`src/rtl/md5_pkg.sv`:
```
`default_nettype none

package md5_pkg;
    localparam int md5_word_w = 32;
    localparam int md5_words  = 16;
    localparam int md5_addr_w = 4;
    localparam int md5_steps  = 64;
    localparam int kb_w       = 440;                     // 55 bytes of candidate

    localparam logic [63:0] kb_len_bits = 64'(kb_w);      // goes into words 14 and 15

    // A, B, C, D from msb down
    localparam logic [127:0] md5_iv = {32'h67452301, 32'hefcdab89, 32'h98badcfe, 32'h10325476};

    // per-round shifts, indexed by {round, step[1:0]}
    localparam logic [4:0] md5_s [0:15] = '{
        5'd7, 5'd12, 5'd17, 5'd22, 5'd5, 5'd9, 5'd14, 5'd20,
        5'd4, 5'd11, 5'd16, 5'd23, 5'd6, 5'd10, 5'd15, 5'd21
    };

    localparam logic [31:0] md5_k [0:63] = '{           // floor(abs(sin(i + 1)) * 2^32)
        32'hd76aa478, 32'he8c7b756, 32'h242070db, 32'hc1bdceee,
        32'hf57c0faf, 32'h4787c62a, 32'ha8304613, 32'hfd469501,
        32'h698098d8, 32'h8b44f7af, 32'hffff5bb1, 32'h895cd7be,
        32'h6b901122, 32'hfd987193, 32'ha679438e, 32'h49b40821,
        32'hf61e2562, 32'hc040b340, 32'h265e5a51, 32'he9b6c7aa,
        32'hd62f105d, 32'h02441453, 32'hd8a1e681, 32'he7d3fbc8,
        32'h21e1cde6, 32'hc33707d6, 32'hf4d50d87, 32'h455a14ed,
        32'ha9e3e905, 32'hfcefa3f8, 32'h676f02d9, 32'h8d2a4c8a,
        32'hfffa3942, 32'h8771f681, 32'h6d9d6122, 32'hfde5380c,
        32'ha4beea44, 32'h4bdecfa9, 32'hf6bb4b60, 32'hbebfbc70,
        32'h289b7ec6, 32'heaa127fa, 32'hd4ef3085, 32'h04881d05,
        32'hd9d4d039, 32'he6db99e5, 32'h1fa27cf8, 32'hc4ac5665,
        32'hf4292244, 32'h432aff97, 32'hab9423a7, 32'hfc93a039,
        32'h655b59c3, 32'h8f0ccc92, 32'hffeff47d, 32'h85845dd1,
        32'h6fa87e4f, 32'hfe2ce6e0, 32'ha3014314, 32'h4e0811a1,
        32'hf7537e82, 32'hbd3af235, 32'h2ad7d2bb, 32'heb86d391
    };

    // MD5 words are little-endian byte groups
    function automatic logic [31:0] md5_bswap(input logic [31:0] x);
        return {x[7:0], x[15:8], x[23:16], x[31:24]};
    endfunction
endpackage

`default_nettype wire

```
`src/rtl/md5_core.sv`:
```
`timescale 1ns/100ps
`default_nettype none

module md5_core (
    input  logic                           clk,
    input  logic                           rst,
    input  logic                           stall,
    input  logic                           we,
    input  logic                           start,
    input  logic [md5_pkg::md5_addr_w-1:0] waddr,
    input  logic [md5_pkg::md5_word_w-1:0] wdata,
    output logic                           done,
    output logic [127:0]                   digest
);
    import md5_pkg::*;

    logic [md5_word_w-1:0]        mem [md5_words];     // message block
    logic [md5_word_w-1:0]        a, b, c, d;
    logic [$clog2(md5_steps)-1:0] step;
    logic                         busy;
    logic                         last;
    logic [md5_word_w-1:0]        f;
    logic [md5_addr_w-1:0]        g;                   // word index for this step
    logic [md5_word_w-1:0]        sum;
    logic [2*md5_word_w-1:0]      rot;
    logic [md5_word_w-1:0]        b_n;

    always_ff @(posedge clk) begin
        if (we && !stall)
            mem[waddr] <= wdata;
    end

    assign last = step == md5_steps - 1;

    always_comb begin
        case (step[5:4])
            2'd0: begin
                f = (b & c) | (~b & d);
                g = step[3:0];
            end
            2'd1: begin
                f = (d & b) | (~d & c);
                g = step[3:0] * 4'd5 + 4'd1;
            end
            2'd2: begin
                f = b ^ c ^ d;
                g = step[3:0] * 4'd3 + 4'd5;
            end
            default: begin
                f = c ^ (b | ~d);
                g = step[3:0] * 4'd7;
            end
        endcase
        sum = a + f + md5_k[step] + mem[g];
        rot = {sum, sum} << md5_s[{step[5:4], step[1:0]}];   // rotate left via upper half
        b_n = b + rot[63:32];
    end

    always_ff @(posedge clk) begin
        if (rst) begin
            busy <= 1'b0;
            step <= '0;
            done <= 1'b0;
        end else if (!stall) begin
            done <= 1'b0;
            if (start) begin
                busy <= 1'b1;
                step <= '0;
            end else if (busy) begin
                step <= step + 1'b1;
                if (last) begin
                    busy <= 1'b0;
                    done <= 1'b1;
                end
            end
        end
    end

    always_ff @(posedge clk) begin
        if (!stall) begin
            if (start) begin
                {a, b, c, d} <= md5_iv;
            end else if (busy) begin
                a <= d;
                b <= b_n;
                c <= b;
                d <= c;
                if (last)   // final step folded with the chaining add
                    digest <= {md5_bswap(md5_iv[127:96] + d), md5_bswap(md5_iv[95:64] + b_n),
                               md5_bswap(md5_iv[63:32] + b), md5_bswap(md5_iv[31:0] + c)};
            end
        end
    end

    // control must finish loading before it kicks off the hash
    a_no_we_with_start: assert property (@(posedge clk) disable iff (rst) !(we && start));

endmodule

`default_nettype wire

```
`config.mk`:
```
export PLATFORM = sky130hd
export DESIGN_NAME = md5_core
export DESIGN_NICKNAME = d
export VERILOG_FILES = /design/src/rtl/md5_pkg.sv /design/src/rtl/md5_core.sv
export SDC_FILE = /design/constraint.sdc
export NUM_CORES = 2
export LEC_CHECK = 0
export ABC_AREA = 1
export BUFFER_PORTS_ARGS = -buffer_cell sky130_fd_sc_hd__buf_2
export CAP_MARGIN = 20
export CELL_PAD_IN_SITES_DETAIL_PLACEMENT = 1
export CELL_PAD_IN_SITES_GLOBAL_PLACEMENT = 2
export CORE_ASPECT_RATIO = 1.5
export CORE_UTILIZATION = 41
export CTS_BUF_LIST = sky130_fd_sc_hd__clkbuf_4
export CTS_CLUSTER_DIAMETER = 80
export DETAILED_ROUTE_END_ITERATION = 7
export PLACE_DENSITY = 0.81
export SLEW_MARGIN = 0
export SYNTH_ARGS = -nofsm -noshare
export SYNTH_HDL_FRONTEND = slang
export SYNTH_SLANG_ARGS = --single-unit
export TNS_END_PERCENT = 30
```
`constraint.sdc`:
```
create_clock -name clk -period 11.8 [get_ports clk]
set_input_delay 1.77 -clock clk [delete_from_list [all_inputs] [get_ports clk]]
set_output_delay 1.77 -clock clk [all_outputs]
set_load 0.05 [all_outputs]
```
==> impl_metrics.yaml <==
run_status:
  status: "finished with violations"
  violations: "design-rule violations"
sta:
  setup_viol: 0
  fmax_ghz: 0.0957
  finalCriticalPeriod_ns: 10.45
  slew_headroom: 0.308
  drv_slew: 0
  rsz0062_at_grt: "no"
  finalHoldViolCount: 0
  whs_ns: 0.476
  final.period_utilization: 0.886
  skew_ns: 0.0637
  tightest_slew_ns: 1.01
  fin_tns_setup_ns: 0
synth:
  yosys.area_share.simple: 0.193
  synth_edf_count: 768
  syn_inst: 4656
  ys_seq_elements: 776
  synth_top_family_by_area: "simple AND/OR/NAND/NOR gates"
  ys_types: 67
  yosysTopAreaCell: "edfxtp_1"
  synthAdderAreaFrac: 0.0575
  synthXorXnorAreaFrac: 0.0326
  ys_seq_area_frac: 0.533
  synth-async-reset-ratio: 0
  syn_nets: 4858
  syn_area_sq_um: 43500
  synth-main-ff-cell: "edfxtp_1"
  synth_mux_area_frac: 0.00115
  synth_warnings: 0
  yosys-top-cells-area: "edfxtp_1 53%, nand2_1 6.9%, nor2_1 5.1%"
  synth_top_area_frac: 0.530
  synth_compound_area_frac: 0.122
  syn_area_per_cell_sq_um: 9.35
place:
  place_area_sq_um: 46300
  dp_cells: 6109
  gp_congestion: 1.04
  numPortBuffers: 169
  dp_hpwl_microns: 114000
global_routing:
  grt-ovfl-total: 0
  grt_pass1_vias: 37951
  track_usage: 0.304
  antenna_found_initial: 11
  grt_pass1_wl_microns: 240000
  grt_max_degree: 82
floorplanning:
  die_y_microns: 401
  placement_rows: 146
  ioPinCount: 170
  start_util: 0.413
  fp.dieW_microns: 268
  core_area_sq_um: 105000
  die_area_sq_um: 108000
critical_path:
  rrSetupSlack_ns: 1.35
  startpoint_type: "register"
  worst_path_largest_cell_delay_ns: 0.82
  cp.arrival_ns: 11.37
  cpMostUsedCell: "nand2_1"
  r2r_cells: 45
  cp_max_fo: 14
  regToRegEndpoint: "digest[71]$_DFFE_PP_"
  crit-reg2reg-launch: "step[0]$_SDFFE_PP0P_"
  critPathSlowestCell: "a2111oi_0"
  critical_path_required_ns: 12.72
  cp-end-kind: "register"
  crit_type: "reg2reg"
route:
  drt_first_pass_iters: 7
  routedWlPerCell_microns: 25.2
  drc: 2
  antenna_left: 0
  via_per_inst: 5.65
  drt-initial-drc-count: 2238
  vias: 36376
  routed_wl_microns: 162000
cts:
  cts_root_buf: "clkbuf_4"
  cts_setup_buffers: 0
  cts_inserted_buffers: 185
  cts_tree: "yes"
  cts_resized: 0
  cts-htree-levels: 4
  hold_buffers: 0
  clk_latency_ns: 1.16
  clkSinkCount: 776
  clockBufferDepth: 3
  clk_pin_slew_ns: 0.09
hold_path:
  min_path_type: "reg2reg"
  worstHoldStart: "done$_SDFFE_PP0N_"
  min_path_cells: 2
  hold_end: "done$_SDFFE_PP0N_"
finish:
  instances_no_fill: 6441
  finalInstanceArea_sq_um: 48600
  nets: 5092
  multi_input_area_sq_um: 17900
  layout_common_cells: "802 x nand2_1, 768 x edfxtp_1, 579 x nor2_1"
  final_common_cell: "nand2_1"
  drive_above_1_share: 0.128
  regArea_sq_um: 23200
  area_growth_syn_to_layout_pct: 11.6
  nFillCells: 12168
flow_run:
  max_cap_viol_count: 0
## flip-flops by register name (all words and copies together), names as in the netlist
signal	count
busy	1
c	32
d	32
step	6
b	32
done	1
a	32
mem	512
digest	128
## logic make-up after synthesis
logic type               count (synthesis)
buffers and inverters                  685
AND/OR/NAND/NOR                       1989
AO/OA/AOI/OAI                          884
adder cells (fa/ha/maj)                161
flip-flops                             776
multiplexers                             5
XOR/XNOR                               156
## stage by stage
step | setup WS, ns | utilization
CTS | 1.58 | 0.461
finish | 1.35 | 0.461
global route | 0.713 | 0.461
global placement | 1.73 | 0.439
floorplan | 3.45 | -
detailed placement | 1.59 | 0.439
## Yosys cell counts, types with 8 or more instances
cell / number
dfxtp_1: 8
nor3_1: 54
nand3_1: 412
xnor2_1: 17
buf_1: 26
o21ai_2: 11
fa_1: 65
o21ai_0: 363
a21oi_1: 218
or2_2: 14
nand4_1: 24
inv_1: 459
o22ai_1: 24
a31oi_1: 15
clkbuf_1: 160
o21ai_1: 25
a21o_1: 8
ha_1: 96
xor2_1: 132
o221ai_1: 107
a21oi_2: 12
nand2_1: 805
nor2_1: 596
buf_2: 19
nor2_2: 13
inv_2: 14
o211ai_1: 37
or2_1: 9
nor4_1: 35
edfxtp_1: 768
## worst max path at each step
stage	slack [ns]	cells after the start	end	start
6_report	1.35	45	digest[71]$_DFFE_PP_	step[0]$_SDFFE_PP0P_
2_1_floorplan	3.45	48	digest[68]$_DFFE_PP_	step[2]$_SDFFE_PP0P_
4_1_cts	1.58	51	digest[71]$_DFFE_PP_	step[0]$_SDFFE_PP0P_
5_1_grt	0.71	52	digest[71]$_DFFE_PP_	step[0]$_SDFFE_PP0P_
3_3_place_gp	1.73	48	digest[71]$_DFFE_PP_	step[0]$_SDFFE_PP0P_
3_5_place_dp	1.59	51	digest[71]$_DFFE_PP_	step[0]$_SDFFE_PP0P_
## worst max-delay path, delay by kind of cell (launching register included)
family	cells	cell delay (ns)
AND/OR/NAND/NOR	24	3.64
adder cells (fa/ha/maj)	5	2.56
AO/OA/AOI/OAI	7	1.88
buffers and inverters	8	1.53
flip-flops	1	0.32
XOR/XNOR	1	0.27
## layer usage
layer	share of wire	GRT usage	wire length, microns	vias to the layer above
met1	0.37	0.336	60500	18066
met3	0.045	0.0466	7360	424
li1	-	-	-	16738
met2	0.51	0.532	82600	1132
met4	0.072	0.205	11600	16
met5	0.00073	0	119	-
## final cells by class
cell class | count | share of cell area
tap | 1406 | 0.0362
timing repair buffer | 257 | 0.0333
clock buffer | 243 | 0.0376
inverter | 475 | 0.0367
multi-input combinational | 3195 | 0.369
clock inverter | 87 | 0.00937
antenna | 2 | 0.000103
sequential | 776 | 0.478
Power is not shown: default switching activity piles up to over one toggle a cycle in this logic, so the estimate is an artifact.
