**src/rtl/md5_pkg.sv**
```systemverilog
`default_nettype none

package md5_pkg;
    localparam int md5_word_w = 32;
    localparam int md5_words  = 16;
    localparam int md5_addr_w = 4;
    localparam int md5_steps  = 64;
    localparam int kb_w       = 440;                     // 55 bytes of candidate

    localparam logic [63:0] kb_len_bits = 64'(kb_w);      // goes into words 14 and 15

    // A, B, C, D from msb down
    localparam logic [127:0] md5_iv = {32'h67452301, 32'hefcdab89, 32'h98badcfe, 32'h10325476};

    // per-round shifts, indexed by {round, step[1:0]}
    localparam logic [4:0] md5_s [0:15] = '{
        5'd7, 5'd12, 5'd17, 5'd22, 5'd5, 5'd9, 5'd14, 5'd20,
        5'd4, 5'd11, 5'd16, 5'd23, 5'd6, 5'd10, 5'd15, 5'd21
    };

    localparam logic [31:0] md5_k [0:63] = '{           // floor(abs(sin(i + 1)) * 2^32)
        32'hd76aa478, 32'he8c7b756, 32'h242070db, 32'hc1bdceee,
        32'hf57c0faf, 32'h4787c62a, 32'ha8304613, 32'hfd469501,
        32'h698098d8, 32'h8b44f7af, 32'hffff5bb1, 32'h895cd7be,
        32'h6b901122, 32'hfd987193, 32'ha679438e, 32'h49b40821,
        32'hf61e2562, 32'hc040b340, 32'h265e5a51, 32'he9b6c7aa,
        32'hd62f105d, 32'h02441453, 32'hd8a1e681, 32'he7d3fbc8,
        32'h21e1cde6, 32'hc33707d6, 32'hf4d50d87, 32'h455a14ed,
        32'ha9e3e905, 32'hfcefa3f8, 32'h676f02d9, 32'h8d2a4c8a,
        32'hfffa3942, 32'h8771f681, 32'h6d9d6122, 32'hfde5380c,
        32'ha4beea44, 32'h4bdecfa9, 32'hf6bb4b60, 32'hbebfbc70,
        32'h289b7ec6, 32'heaa127fa, 32'hd4ef3085, 32'h04881d05,
        32'hd9d4d039, 32'he6db99e5, 32'h1fa27cf8, 32'hc4ac5665,
        32'hf4292244, 32'h432aff97, 32'hab9423a7, 32'hfc93a039,
        32'h655b59c3, 32'h8f0ccc92, 32'hffeff47d, 32'h85845dd1,
        32'h6fa87e4f, 32'hfe2ce6e0, 32'ha3014314, 32'h4e0811a1,
        32'hf7537e82, 32'hbd3af235, 32'h2ad7d2bb, 32'heb86d391
    };

    // MD5 words are little-endian byte groups
    function automatic logic [31:0] md5_bswap(input logic [31:0] x);
        return {x[7:0], x[15:8], x[23:16], x[31:24]};
    endfunction
endpackage

`default_nettype wire

```
**src/rtl/kb_check_ctrl.sv**
```systemverilog
`timescale 1ns/100ps
`default_nettype none

module kb_check_ctrl (
    input  logic                           clk,
    input  logic                           rst,
    input  logic                           stall,
    input  logic                           start,
    input  logic [md5_pkg::kb_w-1:0]       kb,
    input  logic [127:0]                   in_buf,
    output logic                           md5_we,
    output logic                           md5_start,
    output logic                           aes_start,
    output logic [md5_pkg::md5_addr_w-1:0] md5_waddr,
    output logic [md5_pkg::md5_word_w-1:0] md5_wdata,
    input  logic                           md5_done,
    input  logic                           aes_done,
    input  logic [127:0]                   md5_digest,
    input  logic [127:0]                   aes_out,
    output logic [127:0]                   key,
    output logic                           valid,
    output logic                           done
);
    import md5_pkg::*;

    enum logic [1:0] {st_idle, st_load, st_hash, st_cipher} state;

    logic [md5_addr_w-1:0]           cnt;       // word being written, 0 in idle
    logic [kb_w-1:0]                 kb_q;
    logic [127:0]                    buf_q;     // expected ciphertext
    logic [md5_words*md5_word_w-1:0] msg;       // padded block, byte 0 at msb
    logic [md5_word_w-1:0]           slice;
    logic                            match;

    always_comb begin
        // word 0 goes out in the start cycle, before kb is captured
        msg = {(state == st_idle) ? kb : kb_q, 8'h80, 64'h0};
        for (int i = 0; i < 8; i++) begin
            msg[8 * i +: 8] = kb_len_bits[63 - 8 * i -: 8];   // length bytes, lsb first
        end
        slice = msg[$bits(msg) - 1 - md5_word_w * cnt -: md5_word_w];
    end

    assign md5_we    = (state == st_idle && start) || state == st_load;
    assign md5_waddr = cnt;
    assign md5_wdata = md5_bswap(slice);
    assign match     = aes_out == buf_q;

    always_ff @(posedge clk) begin
        if (rst) begin
            state     <= st_idle;
            cnt       <= '0;
            md5_start <= 1'b0;
            aes_start <= 1'b0;
            done      <= 1'b0;
            valid     <= 1'b0;
            key       <= '0;
        end else if (!stall) begin
            md5_start <= 1'b0;
            aes_start <= 1'b0;
            done      <= 1'b0;
            case (state)
                st_idle: if (start) begin
                    state <= st_load;
                    cnt   <= cnt + 1'b1;
                    valid <= 1'b0;
                    key   <= '0;
                end
                st_load: begin
                    cnt <= cnt + 1'b1;  // wraps back to 0
                    if (&cnt) begin
                        state     <= st_hash;
                        md5_start <= 1'b1;
                    end
                end
                st_hash: if (md5_done) begin
                    state     <= st_cipher;
                    aes_start <= 1'b1;  // digest is plaintext and key
                end
                default: if (aes_done) begin
                    state <= st_idle;
                    done  <= 1'b1;
                    valid <= match;
                    key   <= match ? md5_digest : '0;
                end
            endcase
        end
    end

    always_ff @(posedge clk) begin
        if (!stall && state == st_idle && start) begin
            kb_q  <= kb;
            buf_q <= in_buf;
        end
    end

    // a hash starts only right after the last word is loaded
    a_md5_start_src: assert property (@(posedge clk) disable iff (rst)
        md5_start |-> $past(md5_start) || $past(md5_we && !stall && &md5_waddr));

endmodule

`default_nettype wire

```
**config.mk**
```make
export PLATFORM = sky130hd
export DESIGN_NAME = kb_check_ctrl
export DESIGN_NICKNAME = d
export VERILOG_FILES = /design/src/rtl/md5_pkg.sv /design/src/rtl/kb_check_ctrl.sv
export SDC_FILE = /design/constraint.sdc
export NUM_CORES = 1
export LEC_CHECK = 0
export ABC_AREA = 1
export BUFFER_PORTS_ARGS = -buffer_cell sky130_fd_sc_hd__buf_4
export CORE_AREA = 8 8 378 380
export DETAILED_ROUTE_END_ITERATION = 10
export DIE_AREA = 0 0 386 388
export PLACE_DENSITY_LB_ADDON = 0.25
export RECOVER_POWER = 100
export SYNTH_ARGS = -nofsm -noshare
export SYNTH_HDL_FRONTEND = slang
export SYNTH_SLANG_ARGS = --single-unit
```
**constraint.sdc**
```tcl
create_clock -name clk -period 74.4 [get_ports clk]
set_input_delay 14.88 -clock clk [delete_from_list [all_inputs] [get_ports clk]]
set_output_delay 14.88 -clock clk [all_outputs]
set_load 0.02 [all_outputs]
```
==> metrics.txt, run 1 <==
crit-path max FO 2; drt pass-1 iters 5; width of the die 386 microns; drt drc 0; Peak Freq approximately 0.032 GHz; syn avg cell area 9.73 sq um; Netlist cell types 30; # resized after CTS 0; count of antenna-violating nets left after detailed routing 0; #FFs+latches synth approximately 710; Synth top area share 52.9%; HPWL after DPL between 100 and 150 mm; top cells by area, synth edfxtp_1, dfxtp_1, o21ai_0; area of the core 137000 sq um; initial core utilization 23.6%; Clock Skew 29.3 ps; first-pass GRT wire length 216 mm; RR Endpoint kb_q[286]$_DFFE_PP_; nets 5039; worst setup path startpoint kb[430]; slew at the pin with the worst max-slew slack between 9000 and 10000 ps; HP Class register to register; Vias between 20000 and 30000; Cell Pwr Density 28.3 nW/um^2; RSZ-0062 raised after global routing false; fin. max-slew vios slightly below 1000; final hold vios 0; status finished with violations; slew margin rel. -514%; R2R setup slack ~62000 ps; largest net degree at the start of global routing 150; YS warnings 0; Die ar. approximately 150000 sq um; WHS ~460 ps; CTS Sinks slightly above 700; leading area contributor after synthesis edfxtp_1; via/cell ratio 4.75; Worst Setup Path Type input pin to output pin; leakage 15.6 nW; area grow syn2layout 33.3%; Tmin final around 32000 ps; vias in the first global route 28000; GP Congestion 0.889; H-Tree Depth 3; Root Driver clkbuf_16; setup TNS 0 ps; Avg WL per Cell 25.8 microns; deepest clock path buffer count 3; failing checks max-capacitance violations, max-slew violations; worst setup path endpoint md5_wdata[14]; Ports 999; initial DRC count 2381; net count of the mapped netlist about 4100; Cell Rows 136; Clock Latency Late Sink roughly 690 ps; Routed WL 158 mm; CP endpoint kind output pin; initial antenna violation count 91; GRT overflow 0; Die Ht between 300 and 400 microns; clock tree from TritonCTS yes; reg2reg start state[0]$_SDFFE_PP0P_; cts hold-fix bufs 0; Netlist Area Pre-Place 32200 sq um; max-cap viol count 15; R2R depth 6; CP Data Arrival Time 16800 ps; I/O Buffers between 900 and 1000; clk slew on worst S/H paths approximately 60 ps; Global Route Usage Sum 20.0%; total setup buffers inserted after CTS 0; crit start category input pin; Tcrit/Tclk final approximately 43%; Max VDD drop ~19 uV; Req. time, crit path slightly below 60000 ps; Num CTS Buffers 91; final setup fails 0; share of cells above drive strength 1 between 20% and 30%; sequential fraction of the synthesis area approximately three fifths; synthesized instance count between 3000 and 4000
-- registers in the layout (all words and copies together) (netlist names) --
register	cells
aes_start	1
buf_q	128
done	1
kb_q	440
key	128
md5_start	1
md5_waddr	4
state	2
valid	1
-- synthesized netlist by cell type --
cell and n:
or2_2 22, buf_4 2, buf_1 9, buf_6 12, o21ai_0 451, nor3_1 5, inv_2 2, clkinv_1 3
clkbuf_1 156, nor2_4 1, a21oi_1 145, nand4_1 26, xor2_1 8, nand3_1 194, edfxtp_1 568, o21ai_1 17
ha_1 5, nand2_1 447, nor2_1 560, o211ai_1 30, inv_1 178, nand3b_1 1, o221ai_1 106, nand3_2 30
dfxtp_1 138, buf_8 1, buf_2 60, o22ai_1 117, xnor2_1 19, a211oi_1 1
-- power by group --
part	total (W)	switching (W)	internal, W
Combinational	0.000301	0.000211	0.0000902
Clock	0.000438	0.000186	0.000252
Sequential	0.000476	0.0000108	0.000465
Total	0.00122	0.000408	0.000807
-- stage by stage --
stage	total power, W	std cells	utilization [%]	area, sq um	setup slack (ps)
after floorplan	0.000700	3314	-	32200	18440
after global placement	0.000795	5905	30.2	41300	42490
after detailed placement	0.000797	5905	30.2	41300	42490
after CTS	0.00124	6071	32.3	44200	42490
after global routing	0.00128	6100	31.4	42900	42550
final	0.00122	6114	31.5	43000	42720
-- kinds of logic after synthesis --
group / after synthesis / synth area share (%)
adder cells (fa/ha/maj): 5 / 0.194
AO/OA/AOI/OAI: 867 / 15.4
AND/OR/NAND/NOR: 1286 / 16.7
XOR/XNOR: 27 / 0.733
buffers and inverters: 423 / 5.49
flip-flops: 706 / 61.5
-- cell type report --
cell class | instances | area (sq um)
inverter | 183 | 702
multi-input combinational | 2185 | 10600
timing repair buffer | 1037 | 6550
tap | 1794 | 2240
clock buffer | 115 | 2410
antenna | 43 | 108
fill | 14600 | 93700
clock inverter | 51 | 526
sequential | 706 | 19800
-- layer usage --
layer	track usage (%)	up-vias	share of wire, %
li1	-	13600	-
met1	22.1	13900	36
met2	34.5	1170	50
met3	6.99	300	9.5
met4	8.93	44	4.5
met5	0	-	0.18
-- cells in the final DEF, fill, tap and decap left out, drive strengths merged, types with 5 or more instances in the layout --
| cell type | instances |
|---|---|
| nor3 | 5 |
| xor2 | 8 |
| nor2 | 561 |
| ha | 5 |
| or2 | 22 |
| xnor2 | 19 |
| clkbuf | 857 |
| bufinv | 6 |
| nand3 | 224 |
| inv | 185 |
| o221ai | 106 |
| o21ai | 468 |
| dfxtp | 138 |
| edfxtp | 568 |
| buf | 295 |
| diode | 43 |
| o211ai | 30 |
| clkinv | 42 |
| o22ai | 117 |
| nand2 | 447 |
| a21oi | 145 |
| nand4 | 26 |
-- how the worst min path moves through the flow --
stage	start	end	slack, ps	cells after the start
finish	key[74]$_SDFFE_PP0P_	key[74]$_SDFFE_PP0P_	460	2
global route	key[120]$_SDFFE_PP0P_	key[120]$_SDFFE_PP0P_	480	2
CTS	key[74]$_SDFFE_PP0P_	key[74]$_SDFFE_PP0P_	470	2
detailed placement	key[74]$_SDFFE_PP0P_	key[74]$_SDFFE_PP0P_	460	2
global placement	key[78]$_SDFFE_PP0P_	key[78]$_SDFFE_PP0P_	450	2
floorplan	state[1]$_SDFFE_PP0P_	state[1]$_SDFFE_PP0P_	490	2
-- critical path, stage by stage --
cell,delay (ps)
clkbuf_4,120
o21ai_0,180
o22ai_1,100
o211ai_1,640
nand4_1,450
nand2_1,160
inv_1,80
clkbuf_1,180
Power figures use the tool's default switching activity.
==> inputs of run 2 (changes only) <==
- clock period: 74.4 -> 31.6 ns (I/O delays scaled with it)
==> run 2 against run 1 <==
Compared with the run above:
- the run still ends with max-capacitance violations, max-slew violations left
- power is 140% higher
- final cell count is 0.25% lower
- via count hardly changed
- register-to-register slack worse by 45000 ps
- sequential power is 140% higher
- worst hold slack better by 0.77 ps
- combinational power is 140% higher
- die area stayed put
- wire length is 0.97% higher
- critical path depth is 2 lower
- first-iteration DRC count is 3.9% higher
- largest cell class unchanged
==> metrics.txt, run 2 (synthesis results as in run 1) <==
Tmin final roughly 19000 ps; max FFs per register 440 (unchanged); vias in the first global route 28200 (+0.71%); Ports 999 (unchanged); Largest regs kb_q: 440 flops, buf_q: 128 flops, key: 128 flops; Peak Freq between 0.05 and 0.06 GHz; I/O Buffers 998 (unchanged); share of cells above drive strength 1 21.0% (+0.25 points); Die Ht 388 microns (unchanged); failing checks max-capacitance violations, max-slew violations; fin cells 6099 (-0.25%); Req. time, crit path 31800 ps (-27720 ps); H-Tree Depth 3 (unchanged); Worst Setup Path Type input pin to register; Cell Pwr Density 66.6 nW/um^2 (+140%); GRT overflow 0 (unchanged); Layout fillers 14600 (+0.32%); nets 5035 (-0.079%); area grow syn2layout 33.3% (about the same); Tcrit/Tclk final 59.4%; final hold vios 0 (unchanged); fin. max-slew vios 877 (-9.6%); initial core utilization 23.6% (unchanged); via/cell ratio 4.76 (+0.30%); leakage 15.6 nW (-0.18%); CTS Sinks 706 (unchanged); max-cap viol count 13 (-2); slew at the pin with the worst max-slew slack 10110 ps (+904 ps); slew margin rel. -574% (-60 points); crit-path max FO 173 (+171); Clock Skew 37.0 ps (+7.69 ps); WHS 465 ps (+0.766 ps); Clock Latency Late Sink 700 ps (about the same); setup TNS 0 ps (unchanged); drt drc 0 (unchanged); Max VDD drop 42.8 uV (+120%); Global Route Usage Sum 20.1% (+0.14 points); Vias 29100 (+0.059%); initial DRC count 2475 (+3.9%); CP Data Arrival Time 18970 ps (+2170 ps); HP Class register to register; Cell Rows 136 (unchanged); HPWL after DPL 120 mm (+0.57%); clock tree from TritonCTS yes; CP max stage delay 7110 ps (+6470 ps); most frequent cells in the layout edfxtp_1, nor2_1, o21ai_0; CP endpoint kind register; Routed WL 159 mm (+0.97%); CP top delay family buffers and inverters; status finished with violations; initial antenna violation count 82 (-9.9%); Worst Path Buf+Inv 5 (+2); cts hold-fix bufs 0 (unchanged); Num CTS Buffers 89 (-2.2%); GP Congestion 0.895 (+0.72%); deepest clock path buffer count 3 (unchanged); Avg WL per Cell 26.1 microns (+1.2%); final setup fails 0 (unchanged); area of the core 137000 sq um (unchanged); CP max stage cell clkbuf_1; crit start category input pin; first-pass GRT wire length 218 mm (+0.85%); commonest non-fill, non-tap cell in the layout edfxtp_1; largest net degree at the start of global routing 183 (+22%); Root Driver clkbuf_16; critical path's most frequent cell clkbuf_1; count of antenna-violating nets left after detailed routing 0 (unchanged); CP cell instances clkbuf_4, inv_1, nor3_1, clkbuf_1, clkbuf_1, clkbuf_1; largest reg by FF count kb_q; total setup buffers inserted after CTS 0 (unchanged); # resized after CTS 0 (unchanged); drt pass-1 iters 8 (+3); width of the die 386 microns (unchanged); Placed Cells 5903 (-0.034%); RSZ-0062 raised after global routing false; clk slew on worst S/H paths 60 ps (about the same); Die ar. 150000 sq um (unchanged)
-- run 2: cell types whose count changed in the layout (fill, tap and decap cells not counted), sizes merged --
| cell | change |
|---|---|
| clkbuf | +2 |
| clkinvlp | -1 |
| buf | -2 |
| diode | -7 |
| clkinv | -8 |
| inv | +3 |
| bufinv | -2 |
-- run 2: layout make-up --
cell class                 count  area [sq um]  share of cell area (%)
antenna                       36          90.1                   0.210
clock buffer                 117          2440                    5.67
clock inverter                43           452                    1.05
inverter                     183           702                    1.63
multi-input combinational   2185         10700                    24.9
sequential                   706         19800                    46.1
tap                         1794          2240                    5.22
timing repair buffer        1035          6540                    15.2
-- run 2: worst reg2reg max path: cells and delay by family (launching register included) --
kind | cells | cell delay (ps)
fa+ha+maj | 1 | 550
flops | 1 | 330
buf+inv | 5 | 12420
simple gates | 1 | 470
-- run 2: report_power, final --
| part | leakage [nW] | switching (W) | internal (W) | total, W |
|---|---|---|---|---|
| clock network | 1.42 | 0.000439 | 0.000583 | 0.00102 |
| registers | 6.38 | 0.0000196 | 0.00110 | 0.00112 |
| logic | 7.78 | 0.000510 | 0.000215 | 0.000725 |
| total | 15.6 | 0.000968 | 0.00189 | 0.00286 |
-- run 2: per-stage QoR --
| step | power (W) | setup slack (ps) | instance area, sq um | utilization (%) |
|---|---|---|---|---|
| CTS | 0.00292 | 16880 | 44200 | 32.3 |
| global route | 0.00300 | 11790 | 42900 | 31.4 |
| finish | 0.00286 | 12840 | 43000 | 31.5 |
| floorplan | 0.00160 | 2500 | 32300 | - |
| detailed placement | 0.00188 | 16880 | 41300 | 30.2 |
| global placement | 0.00188 | 16880 | 41300 | 30.2 |
-- run 2: worst paths after layout --
path / startpoint / endpoint / slack (ps) / cells past startpoint
hold / removal: key[52]$_SDFFE_PP0P_ / key[52]$_SDFFE_PP0P_ / 460 / 2
hold reg to reg: key[52]$_SDFFE_PP0P_ / key[52]$_SDFFE_PP0P_ / 460 / 2
setup / recovery: start / kb_q[176]$_DFFE_PP_ / 12840 / 6
setup reg to reg: state[0]$_SDFFE_PP0P_ / kb_q[176]$_DFFE_PP_ / 17290 / 7
-- run 2: metal layers --
layer	wire [microns]	global-route usage (%)	part of all wire, %	vias up
met5	205	0	0.13	-
met4	5050	6.04	3.2	36
met3	12700	5.76	8.0	274
met2	82000	36.3	52	1034
met1	59300	22.9	37	14200
li1	-	-	-	13600
